==> config.mk <==
export PLATFORM = sky130hd
export DESIGN_NAME = cache_write_path
export DESIGN_NICKNAME = d
export VERILOG_FILES = /design/src/common/axi_wr_pkg.sv /design/src/common/cache_cfg_pkg.sv /design/src/logic/cache_write_path.sv /design/src/logic/write_buffer.sv /design/src/write_channel/write_channel_axi.sv
export SDC_FILE = /design/constraint.sdc
export NUM_CORES = 1
export LEC_CHECK = 0
export ABC_AREA = 1
export CAP_MARGIN = 30
export CORE_MARGIN = 2
export CORE_UTILIZATION = 40
export DETAILED_ROUTE_END_ITERATION = 8
export DONT_BUFFER_PORTS = 1
export GPL_TIMING_DRIVEN = 0
export PLACE_DENSITY = 0.57
export REMOVE_ABC_BUFFERS = 1
export SLEW_MARGIN = 40
export SYNTH_ARGS = -nofsm -noshare
export SYNTH_HDL_FRONTEND = slang
export SYNTH_HIERARCHICAL = 1
export SYNTH_SLANG_ARGS = --single-unit
==> constraint.sdc <==
create_clock -name clk_i -period 5.95 [get_ports clk_i]
set_input_delay 0.595 -clock clk_i [delete_from_list [all_inputs] [get_ports clk_i]]
set_output_delay 0.595 -clock clk_i [all_outputs]
set_load 0.03 [all_outputs]
==> src/common/axi_wr_pkg.sv <==
`default_nettype none

package axi_wr_pkg;

   // back-end bus geometry
   localparam int AXI_ADDR_W  = 32;
   localparam int BE_DATA_W   = 64;            // power-of-two multiple of the fe word
   localparam int BE_NBYTES   = BE_DATA_W / 8;
   localparam int BE_NBYTES_W = $clog2(BE_NBYTES);

   typedef logic [1:0] resp_t;

   // write response codes
   localparam resp_t RESP_OKAY   = 2'b00;
   localparam resp_t RESP_SLVERR = 2'b10;

   // address channel payload
   typedef struct packed {
      logic [AXI_ADDR_W-1:0] addr;           // aligned to the back-end word
   } aw_t;

   // data channel payload
   typedef struct packed {
      logic [BE_DATA_W-1:0] data;
      logic [BE_NBYTES-1:0] strb;            // byte lanes to write
   } w_t;

   // response channel payload
   typedef struct packed {
      resp_t resp;
   } b_t;

endpackage

`default_nettype wire

==> src/common/cache_cfg_pkg.sv <==
`default_nettype none

package cache_cfg_pkg;

   // front-end word and address geometry
   localparam int FE_DATA_W   = 32;
   localparam int ADDR_W      = 32;
   localparam int FE_NBYTES   = FE_DATA_W / 8;   // bytes per front-end word
   localparam int FE_NBYTES_W = $clog2(FE_NBYTES);

   // write buffer depth unless the top level overrides it
   localparam int BUF_DEPTH_DEF = 4;

   typedef logic [ADDR_W-1:0]    fe_addr_t;     // byte address
   typedef logic [FE_DATA_W-1:0] fe_data_t;
   typedef logic [FE_NBYTES-1:0] fe_strb_t;     // one bit per byte

   // one front-end store, 68 bits
   typedef struct packed {
      fe_addr_t addr;
      fe_data_t data;
      fe_strb_t strb;
   } fe_req_t;

endpackage

`default_nettype wire

==> src/logic/cache_write_path.sv <==
`timescale 1ns/1ps
`default_nettype none

module cache_write_path #(
   parameter int BUF_DEPTH = cache_cfg_pkg::BUF_DEPTH_DEF
) (
   input  wire                         clk_i,
   input  wire                         reset_i,
   // front-end stores
   input  wire                         fe_valid_i,
   input  wire cache_cfg_pkg::fe_req_t fe_req_i,
   output logic                        fe_ready_o,
   // AXI write master
   output logic                        awvalid_o,
   output axi_wr_pkg::aw_t             aw_o,
   input  wire                         awready_i,
   output logic                        wvalid_o,
   output axi_wr_pkg::w_t              w_o,
   input  wire                         wready_i,
   input  wire                         bvalid_i,
   input  wire axi_wr_pkg::b_t         b_i,
   output logic                        bready_o,
   output logic                        idle_o
);

   cache_cfg_pkg::fe_req_t head;
   logic                   buf_full;
   logic                   buf_empty;
   logic                   ch_pop;
   logic                   ch_busy;

   assign fe_ready_o = ~buf_full;
   assign idle_o     = buf_empty & ~ch_busy;   // nothing queued, nothing in flight

   write_buffer #(
      .DEPTH (BUF_DEPTH)
   ) write_buffer_i (
      .clk_i      (clk_i),
      .reset_i    (reset_i),
      .push_i     (fe_valid_i & fe_ready_o),   // only on a front-end handshake
      .push_req_i (fe_req_i),
      .full_o     (buf_full),
      .pop_i      (ch_pop),
      .head_o     (head),
      .empty_o    (buf_empty)
   );

   write_channel_axi write_channel_axi_i (
      .clk_i     (clk_i),
      .reset_i   (reset_i),
      .valid_i   (~buf_empty),
      .req_i     (head),
      .pop_o     (ch_pop),
      .busy_o    (ch_busy),
      .awvalid_o (awvalid_o),
      .aw_o      (aw_o),
      .awready_i (awready_i),
      .wvalid_o  (wvalid_o),
      .w_o       (w_o),
      .wready_i  (wready_i),
      .bvalid_i  (bvalid_i),
      .b_i       (b_i),
      .bready_o  (bready_o)
   );

endmodule

`default_nettype wire

==> src/logic/write_buffer.sv <==
`timescale 1ns/1ps
`default_nettype none

module write_buffer #(
   parameter int DEPTH = cache_cfg_pkg::BUF_DEPTH_DEF
) (
   input  wire                    clk_i,
   input  wire                    reset_i,
   input  wire                    push_i,
   input  wire cache_cfg_pkg::fe_req_t push_req_i,
   output logic                   full_o,
   input  wire                    pop_i,
   output cache_cfg_pkg::fe_req_t head_o,
   output logic                   empty_o
);

   localparam int PTR_W = $clog2(DEPTH);
   localparam int CNT_W = $clog2(DEPTH + 1);

   cache_cfg_pkg::fe_req_t mem [DEPTH];

   logic [PTR_W-1:0] wr_ptr;
   logic [PTR_W-1:0] rd_ptr;
   logic [CNT_W-1:0] count;
   logic             do_push;
   logic             do_pop;

   assign full_o  = (count == CNT_W'(DEPTH));
   assign empty_o = (count == '0);

   // a pop makes room, so push is fine when full and popping
   assign do_pop  = pop_i & ~empty_o;
   assign do_push = push_i & (~full_o | do_pop);

   assign head_o = mem[rd_ptr];   // read straight from storage

   always_ff @(posedge clk_i) begin
      if (do_push) begin
         mem[wr_ptr] <= push_req_i;
      end
   end

   always_ff @(posedge clk_i or posedge reset_i) begin
      if (reset_i) begin
         wr_ptr <= '0;
         rd_ptr <= '0;
         count  <= '0;
      end else begin
         if (do_push) begin
            if (wr_ptr == PTR_W'(DEPTH - 1)) begin
               wr_ptr <= '0;   // wrap
            end else begin
               wr_ptr <= wr_ptr + 1'b1;
            end
         end
         if (do_pop) begin
            if (rd_ptr == PTR_W'(DEPTH - 1)) begin
               rd_ptr <= '0;
            end else begin
               rd_ptr <= rd_ptr + 1'b1;
            end
         end
         case ({do_push, do_pop})
            2'b10:   count <= count + 1'b1;
            2'b01:   count <= count - 1'b1;
            default: count <= count;   // both or neither
         endcase
      end
   end

endmodule

`default_nettype wire

==> src/write_channel/write_channel_axi.sv <==
`timescale 1ns/1ps
`default_nettype none

module write_channel_axi (
   input  wire                         clk_i,
   input  wire                         reset_i,
   // buffered store
   input  wire                         valid_i,
   input  wire cache_cfg_pkg::fe_req_t req_i,
   output logic                        pop_o,
   output logic                        busy_o,
   // AXI write address
   output logic                        awvalid_o,
   output axi_wr_pkg::aw_t             aw_o,
   input  wire                         awready_i,
   // AXI write data
   output logic                        wvalid_o,
   output axi_wr_pkg::w_t              w_o,
   input  wire                         wready_i,
   // AXI write response
   input  wire                         bvalid_i,
   input  wire axi_wr_pkg::b_t         b_i,
   output logic                        bready_o
);

   localparam int ADDR_W      = cache_cfg_pkg::ADDR_W;
   localparam int FE_DATA_W   = cache_cfg_pkg::FE_DATA_W;
   localparam int FE_NBYTES   = cache_cfg_pkg::FE_NBYTES;
   localparam int FE_NBYTES_W = cache_cfg_pkg::FE_NBYTES_W;
   localparam int BE_DATA_W   = axi_wr_pkg::BE_DATA_W;
   localparam int BE_NBYTES   = axi_wr_pkg::BE_NBYTES;
   localparam int BE_NBYTES_W = axi_wr_pkg::BE_NBYTES_W;
   localparam int RATIO       = BE_DATA_W / FE_DATA_W;     // fe words per be word
   localparam int LANE_W      = BE_NBYTES_W - FE_NBYTES_W; // address bits picking the lane

   typedef enum logic [1:0] {
      state_idle,
      state_addr,
      state_write,
      state_verify
   } state_t;

   state_t state;
   state_t state_nxt;

   logic [BE_DATA_W-1:0] be_data;
   logic [BE_NBYTES-1:0] be_strb;
   logic                 resp_ok;

   // geometry the lane logic relies on
   if ((BE_DATA_W % FE_DATA_W) != 0 || (RATIO & (RATIO - 1)) != 0) begin : g_bad_ratio
      $error("back-end width must be a power-of-two multiple of the front-end width");
   end
   if (axi_wr_pkg::AXI_ADDR_W != ADDR_W) begin : g_bad_addr
      $error("AXI address width differs from the store address width");
   end

   // beat payload
   assign aw_o.addr = {req_i.addr[ADDR_W-1:BE_NBYTES_W], {BE_NBYTES_W{1'b0}}};
   assign be_data   = {RATIO{req_i.data}};   // same word on every lane

   if (LANE_W > 0) begin : g_lanes
      logic [LANE_W-1:0] lane;

      assign lane    = req_i.addr[FE_NBYTES_W +: LANE_W];
      assign be_strb = BE_NBYTES'(req_i.strb) << (lane * FE_NBYTES);
   end else begin : g_one_lane
      assign be_strb = req_i.strb;   // buses are the same width
   end

   always_comb begin
      w_o.data = be_data;
      w_o.strb = be_strb;
   end

   assign resp_ok = (b_i.resp == axi_wr_pkg::RESP_OKAY);

   always_ff @(posedge clk_i or posedge reset_i) begin
      if (reset_i) begin
         state <= state_idle;
      end else begin
         state <= state_nxt;
      end
   end

   always_comb begin
      state_nxt = state;
      case (state)
         state_idle: begin
            if (valid_i) begin
               state_nxt = state_addr;
            end
         end
         state_addr: begin
            if (awready_i) begin
               state_nxt = state_write;
            end
         end
         state_write: begin
            if (wready_i) begin
               state_nxt = state_verify;
            end
         end
         default: begin
            // any error resends the same head entry
            if (bvalid_i) begin
               state_nxt = resp_ok ? state_idle : state_addr;
            end
         end
      endcase
   end

   // handshake strobes decoded from the state
   assign awvalid_o = (state == state_addr);
   assign wvalid_o  = (state == state_write);
   assign bready_o  = (state == state_verify);
   assign busy_o    = (state != state_idle);

   assign pop_o = bready_o & bvalid_i & resp_ok;   // entry retires on OKAY only

endmodule

`default_nettype wire
# Word-level counts from Yosys, hierarchy flattened
# Memories as Yosys holds them, arrays and structs flattened.
# Index checks and enable logic that the tools add are counted.
# W data, S select, Z words.
op_classes:
  addsub: 4
  eq_ne: 11
  shift: 1
  muxes: 11
  n_bitwise: 10
  reduce_logical: 7
ops:
  columns: ["cell", "n"]
  rows:
  - ["$mux W2", 6]
  - ["$eq A2 B2 Y1 const B", 5]
  - ["$shl A4 B3 Y8", 1]
  - ["$and A1 B1 Y1", 6]
  - ["$pmux W2 S3", 1]
  - ["$pmux W3 S2", 1]
  - ["$add A2 B1 Y2 const B", 2]
  - ["$eq A2 B1 Y1 const B", 2]
  - ["$logic_not A2 Y1", 2]
  - ["$ne A2 B1 Y1 const B", 2]
  - ["$reduce_and A4 Y1", 1]
  - ["$reduce_bool A2 Y1", 2]
  - ["$reduce_bool A4 Y1", 1]
  - ["$add A3 B1 Y3 const B", 1]
  - ["$eq A3 B3 Y1 const B", 1]
  - ["$logic_not A3 Y1", 1]
  - ["$mux W1", 3]
  - ["$not A1 Y1", 3]
  - ["$sub A3 B1 Y3 const B", 1]
  - ["$ne A2 B2 Y1 const B", 1]
  - ["$or A1 B1 Y1", 1]
word_totals:
  ff_bits: 9
  mem_bits_rw: 272
  inputBits: 76
  output_inout_bits: 109
  elab_cells: 49
  n_memories: 1
mem_list:
  columns: ["memory", "words", "word_bits", "read_ports", "rd_ports_with_merged_regs", "wr", "line", "source"]
  rows:
  - ["write_buffer_i.mem", 4, 68, 1, 0, 1, "write_buffer.sv:20", "cache_cfg_pkg::fe_req_t mem [DEPTH];"]

# Depth between registers and ports, before layout
depth:
  ltp_word: 8
  ltp_mapped: 12
  ltp_nobuf: 12

# Hierarchy
# Netlist, hierarchy kept.
by_module_without_submodules:
  columns: ["module", "instances", "cells_per_inst", "area_per_inst_um2", "seq_area_each_um2"]
  rows:
  - ["write_buffer", 1, 718, 10578.9, 8343.0]
  - ["write_channel_axi", 1, 147, 1021.0, 50.0]
  - ["cache_write_path", 1, 5, 21.3, 0.0]

# Least setup slack after synthesis
# OpenSTA, ideal clock, no wires.
synth_path:
  path_type: "reg-to-reg"
  startpoint: "register write_channel_axi_i.state[0]"
  endpoint: "memory write_buffer_i/mem[0][0] (netlist name), enable pin"
  setup_ps: 495
  arrival_ps: 4521
  t_required_ps: 5455
  setup_slack_ps: 934
  path_stages_with_launch: 6
  path_buffers: 0
  period_less_slack_ps: 5016
  path_cell_list: "dfrtp_1 -> ha_1 -> inv_1 -> nor4_1 -> o21ai_4 -> nor2_1"
synth_between:
  elab_chain_cells: 8
synth_rtl:
  columns: ["element", "line", "source"]
  rows:
  - ["start, declared", "write_channel_axi.sv:43", "state_t state;"]
  - ["start signal, assigned", "write_channel_axi.sv:80", "state <= state_idle;"]
  - ["start signal, assigned", "write_channel_axi.sv:82", "state <= state_nxt;"]
  - ["$eq A2 B2 Y1", "write_channel_axi.sv:116", "assign bready_o = (state == state_verify);"]
  - ["net bready_o", "cache_write_path.sv:22", "output logic bready_o,"]
  - ["$and A1 B1 Y1 (2 in series)", "write_channel_axi.sv:119", "assign pop_o = bready_o & bvalid_i & resp_ok;"]
  - ["net ch_pop", "cache_write_path.sv:29", "logic ch_pop;"]
  - ["$and A1 B1 Y1", "write_buffer.sv:32", "assign do_pop = pop_i & ~empty_o;"]
  - ["$or A1 B1 Y1", "write_buffer.sv:33", "assign do_push = push_i & (~full_o | do_pop);"]
  - ["$and A1 B1 Y1", "write_buffer.sv:33", null]
  - ["$mux W1", "write_buffer.sv:38", "if (do_push) begin"]
  - ["$mux W1 (implied by the code)", "write_buffer.sv:39", "mem[wr_ptr] <= push_req_i;"]
  - ["end, declared", "write_buffer.sv:20", null]
# The timed path passes the listed nets, and every way through them passes these cells.

==> report_table.html <==
<table>
<tr><th>Metric</th><th>Value</th></tr>
<tr><th colspan="2">Run status</th></tr>
<tr><td>Run status</td><td>completed</td></tr>
<tr><th colspan="2">Clocking</th></tr>
<tr><td>Clock latency at the later pin of the worst-skew pair</td><td>0.54 ns</td></tr>
<tr><td>Number of buffers created by CTS</td><td>28</td></tr>
<tr><td>H-tree Lvls</td><td>1</td></tr>
<tr><td>Longest Clk Path Bufs</td><td>3</td></tr>
<tr><td>Number of clock sinks seen by CTS</td><td>273</td></tr>
<tr><td>Master cell of the clock root buffer</td><td>sky130_fd_sc_hd__clkbuf_16</td></tr>
<tr><td>CTS tree</td><td>yes</td></tr>
<tr><td>Clock-pin slew on the worst setup and hold paths</td><td>0.06 ns</td></tr>
<tr><td>Post-CTS repair timing setup buffer count</td><td>0</td></tr>
<tr><th colspan="2">Placement</th></tr>
<tr><td>Port-buffer cells</td><td>0</td></tr>
<tr><td>Placed Cells incl. Taps</td><td>1114</td></tr>
<tr><td>Post-DP HPWL</td><td>13.4 mm</td></tr>
<tr><td>Routability cong.</td><td>0.692</td></tr>
<tr><th colspan="2">Global routing</th></tr>
<tr><td>Global Route Usage Sum</td><td>0.145</td></tr>
<tr><td>Maximum number of pins on one net before global-route repair</td><td>79</td></tr>
<tr><td>Via count of the first global-routing pass</td><td>5781</td></tr>
<tr><td>Total global routing overflow</td><td>0</td></tr>
<tr><td>Wire length of the first global-routing pass</td><td>32.9 mm</td></tr>
<tr><td>Antenna violations before repair</td><td>0</td></tr>
<tr><th colspan="2">Synthesis</th></tr>
<tr><td>Mean Syn Cell Area</td><td>13.3 sq um</td></tr>
<tr><td>Yosys Warn Count</td><td>6</td></tr>
<tr><td>Number of cells produced by synthesis</td><td>852</td></tr>
<tr><td>Syn Std Cell Area</td><td>11300 sq um</td></tr>
<tr><th colspan="2">Timing</th></tr>
<tr><td>Clock period minus final worst setup slack</td><td>3.77 ns</td></tr>
<tr><td>Share of the cycle needed by the critical path after routing</td><td>0.634</td></tr>
<tr><td>Worst slew slack as a fraction of its limit</td><td>0.453</td></tr>
<tr><td>Max frequency</td><td>0.265 GHz</td></tr>
<tr><td>Slew of the pin with the lowest slew margin</td><td>0.822 ns</td></tr>
<tr><td>Hold Fails Final Rpt</td><td>0</td></tr>
<tr><td>Unrepaired setup endpoints after global routing</td><td>false</td></tr>
<tr><td>Number of slew-limit violations in the final report</td><td>0</td></tr>
<tr><td>Setup-violating endpoint count in the final report</td><td>0</td></tr>
<tr><td>Fin Clk Skew</td><td>0.00924 ns</td></tr>
<tr><th colspan="2">Route</th></tr>
<tr><td>DRC viols</td><td>0</td></tr>
<tr><td>Final antenna-violating net count</td><td>0</td></tr>
<tr><td>Drt first pass iters</td><td>4</td></tr>
<tr><td>Wire length on met2</td><td>10.4 mm</td></tr>
<tr><td>Routed via count</td><td>5856</td></tr>
<tr><td>DR top layer</td><td>met4</td></tr>
<tr><td>DRC marker count from the first detailed-route iteration</td><td>465</td></tr>
<tr><td>Routed length on met3</td><td>1.55 mm</td></tr>
<tr><td>Final routed wire length divided by cell count</td><td>18.7 microns</td></tr>
<tr><td>Total length of routed wires</td><td>21.7 mm</td></tr>
<tr><td>DR vias/cell</td><td>5.03</td></tr>
<tr><td>Metal1 wirelength</td><td>9.26 mm</td></tr>
<tr><th colspan="2">Run</th></tr>
<tr><td>MaxCap Viol Count</td><td>0</td></tr>
<tr><th colspan="2">Min path</th></tr>
<tr><td>Worst hold-check path type</td><td>in2reg</td></tr>
<tr><th colspan="2">Floorplan</th></tr>
<tr><td># rows</td><td>61</td></tr>
<tr><td>Full die area</td><td>29700 sq um</td></tr>
<tr><td>X dimension of the die</td><td>172 microns</td></tr>
<tr><td>Boundary Pins</td><td>185</td></tr>
<tr><td>Chip Height</td><td>172 microns</td></tr>
<tr><td>Initial Util</td><td>0.407</td></tr>
<tr><td>Placeable Area</td><td>27900 sq um</td></tr>
<tr><th colspan="2">Pwr</th></tr>
<tr><td>Share of power burned in registers</td><td>0.361</td></tr>
<tr><td>Peak supply drop</td><td>284 uV</td></tr>
<tr><td>Power Density</td><td>603 nW/um^2</td></tr>
<tr><td>Switching share of total power</td><td>0.435</td></tr>
<tr><td>Int Power</td><td>4.24 mW</td></tr>
<tr><td>Gate power share</td><td>0.416</td></tr>
<tr><td>Sum of internal, switching and leakage power</td><td>7.51 mW</td></tr>
<tr><td>Clock Power Share</td><td>0.223</td></tr>
<tr><td>Leakage</td><td>4.18 nW</td></tr>
<tr><td>Switching pwr</td><td>3.27 mW</td></tr>
<tr><th colspan="2">Setup path</th></tr>
<tr><td>Maximum fanout encountered on the critical timing path</td><td>78</td></tr>
<tr><td>Arrival time at the worst endpoint</td><td>3.18 ns</td></tr>
<tr><td>Max incr delay on CP</td><td>0.69 ns</td></tr>
<tr><td>Crit path capture type</td><td>output port</td></tr>
<tr><td>Cell-by-cell trace of the critical path</td><td>buf_12, inv_8, buf_16, nor2_1, o22ai_1, nand2_1, inv_1</td></tr>
<tr><td>Critical path start-end classification</td><td>reg2out</td></tr>
<tr><td>Critical Path Start Type</td><td>register</td></tr>
<tr><td>Number of buffer and inverter stages on the critical path</td><td>4</td></tr>
<tr><td>Required time worst endpoint</td><td>5.36 ns</td></tr>
<tr><td>Slowest stage cell, crit path</td><td>sky130_fd_sc_hd__dfrtp_4</td></tr>
<tr><td>Crit-path leading delay family</td><td>buffers and inverters</td></tr>
<tr><th colspan="2">Finish</th></tr>
<tr><td>Count of fill cells added during filler insertion</td><td>2451</td></tr>
<tr><td>Total area of multi-input combinational cells</td><td>2260 sq um</td></tr>
<tr><td>Fin nets</td><td>853</td></tr>
<tr><td>Most frequent cells in the layout</td><td>sky130_fd_sc_hd__edfxtp_1 (264), sky130_fd_sc_hd__nor2_1 (142), sky130_fd_sc_hd__o21ai_0 (73), sky130_fd_sc_hd__o21ai_1 (62)</td></tr>
<tr><td>Layout Area Growth over Synthesis</td><td>9.89%</td></tr>
<tr><td>Fraction of final layout cells sized beyond drive strength 1</td><td>0.144</td></tr>
<tr><td>Final cell count without fillers</td><td>1165</td></tr>
<tr><td>Antenna diodes</td><td>0</td></tr>
<tr><td>Core Util, Final</td><td>0.447</td></tr>
<tr><td>FF/Latch Area</td><td>8160 sq um</td></tr>
<tr><td>Most common cell after layout, fill and taps aside</td><td>sky130_fd_sc_hd__edfxtp_1</td></tr>
</table>
-- worst paths after layout --
path | from | to | slack [ns] | cells past startpoint
min in group asynchronous | reset_i | write_channel_axi_i/state[0] | 0.39 | 2
max | write_buffer_i/rd_ptr[0] | w_o[4] | 2.18 | 7
max reg2reg | write_channel_axi_i/state[1] | write_buffer_i/mem[3][19] | 2.91 | 7
min reg2reg | write_buffer_i/count[0] | write_buffer_i/count[0] | 0.52 | 1
max in group asynchronous | reset_i | write_buffer_i/rd_ptr[0] | 5.24 | 2
min | fe_req_i[28] | write_buffer_i/mem[0][28] | 0.15 | 0
-- area by class of cell --
type / count / share of cell area
repair buffers: 24 / 0.0422
well taps: 378 / 0.0380
clock buffers: 33 / 0.0578
multi-input cells: 402 / 0.181
flip-flops and latches: 273 / 0.655
inverters: 38 / 0.0125
clock inverters: 17 / 0.0133
-- power groups by stage --
stage / clock network, mW / registers [mW] / logic, mW
after floorplan: 0 / 2.78 / 2.21
after global placement: 0 / 2.95 / 2.67
after detailed placement: 0 / 2.74 / 3.18
after CTS: 1.73 / 2.71 / 3.18
after global routing: 1.79 / 2.75 / 3.39
final: 1.67 / 2.71 / 3.12
-- through the flow --
step	hold slack (ns)	worst slack, ns	instance area, sq um	setup TNS, ns
2_1_floorplan	0.336	0.886	10300	0
3_3_place_gp	0.338	-2.77	10800	-713.82
3_5_place_dp	0.342	2.71	11600	0
4_1_cts	0.112	2.11	12500	0
5_1_grt	0.107	1.89	12500	0
6_report	0.145	2.18	12500	0
-- flip-flops by register name, summed over array words and instances, names as in the netlist --
signal,count
write_channel_axi_i/state,2
write_buffer_i/wr_ptr,2
write_buffer_i/mem,264
write_buffer_i/count,3
write_buffer_i/rd_ptr,2
-- what timing repair did --
action | in CTS | in global routing
gates resized for setup | 0 | 0
hold endpoints to repair | 9 | 0
hold buffers | 1 | 0
-- routing by layer --
layer | global-route usage | vias up
li1 | - | 2809
met1 | 0.184 | 2862
met2 | 0.242 | 154
met3 | 0.0423 | 31
met4 | 0.0420 | 0
met5 | 0 | -
Note: power is estimated with default switching activity, not from simulation.
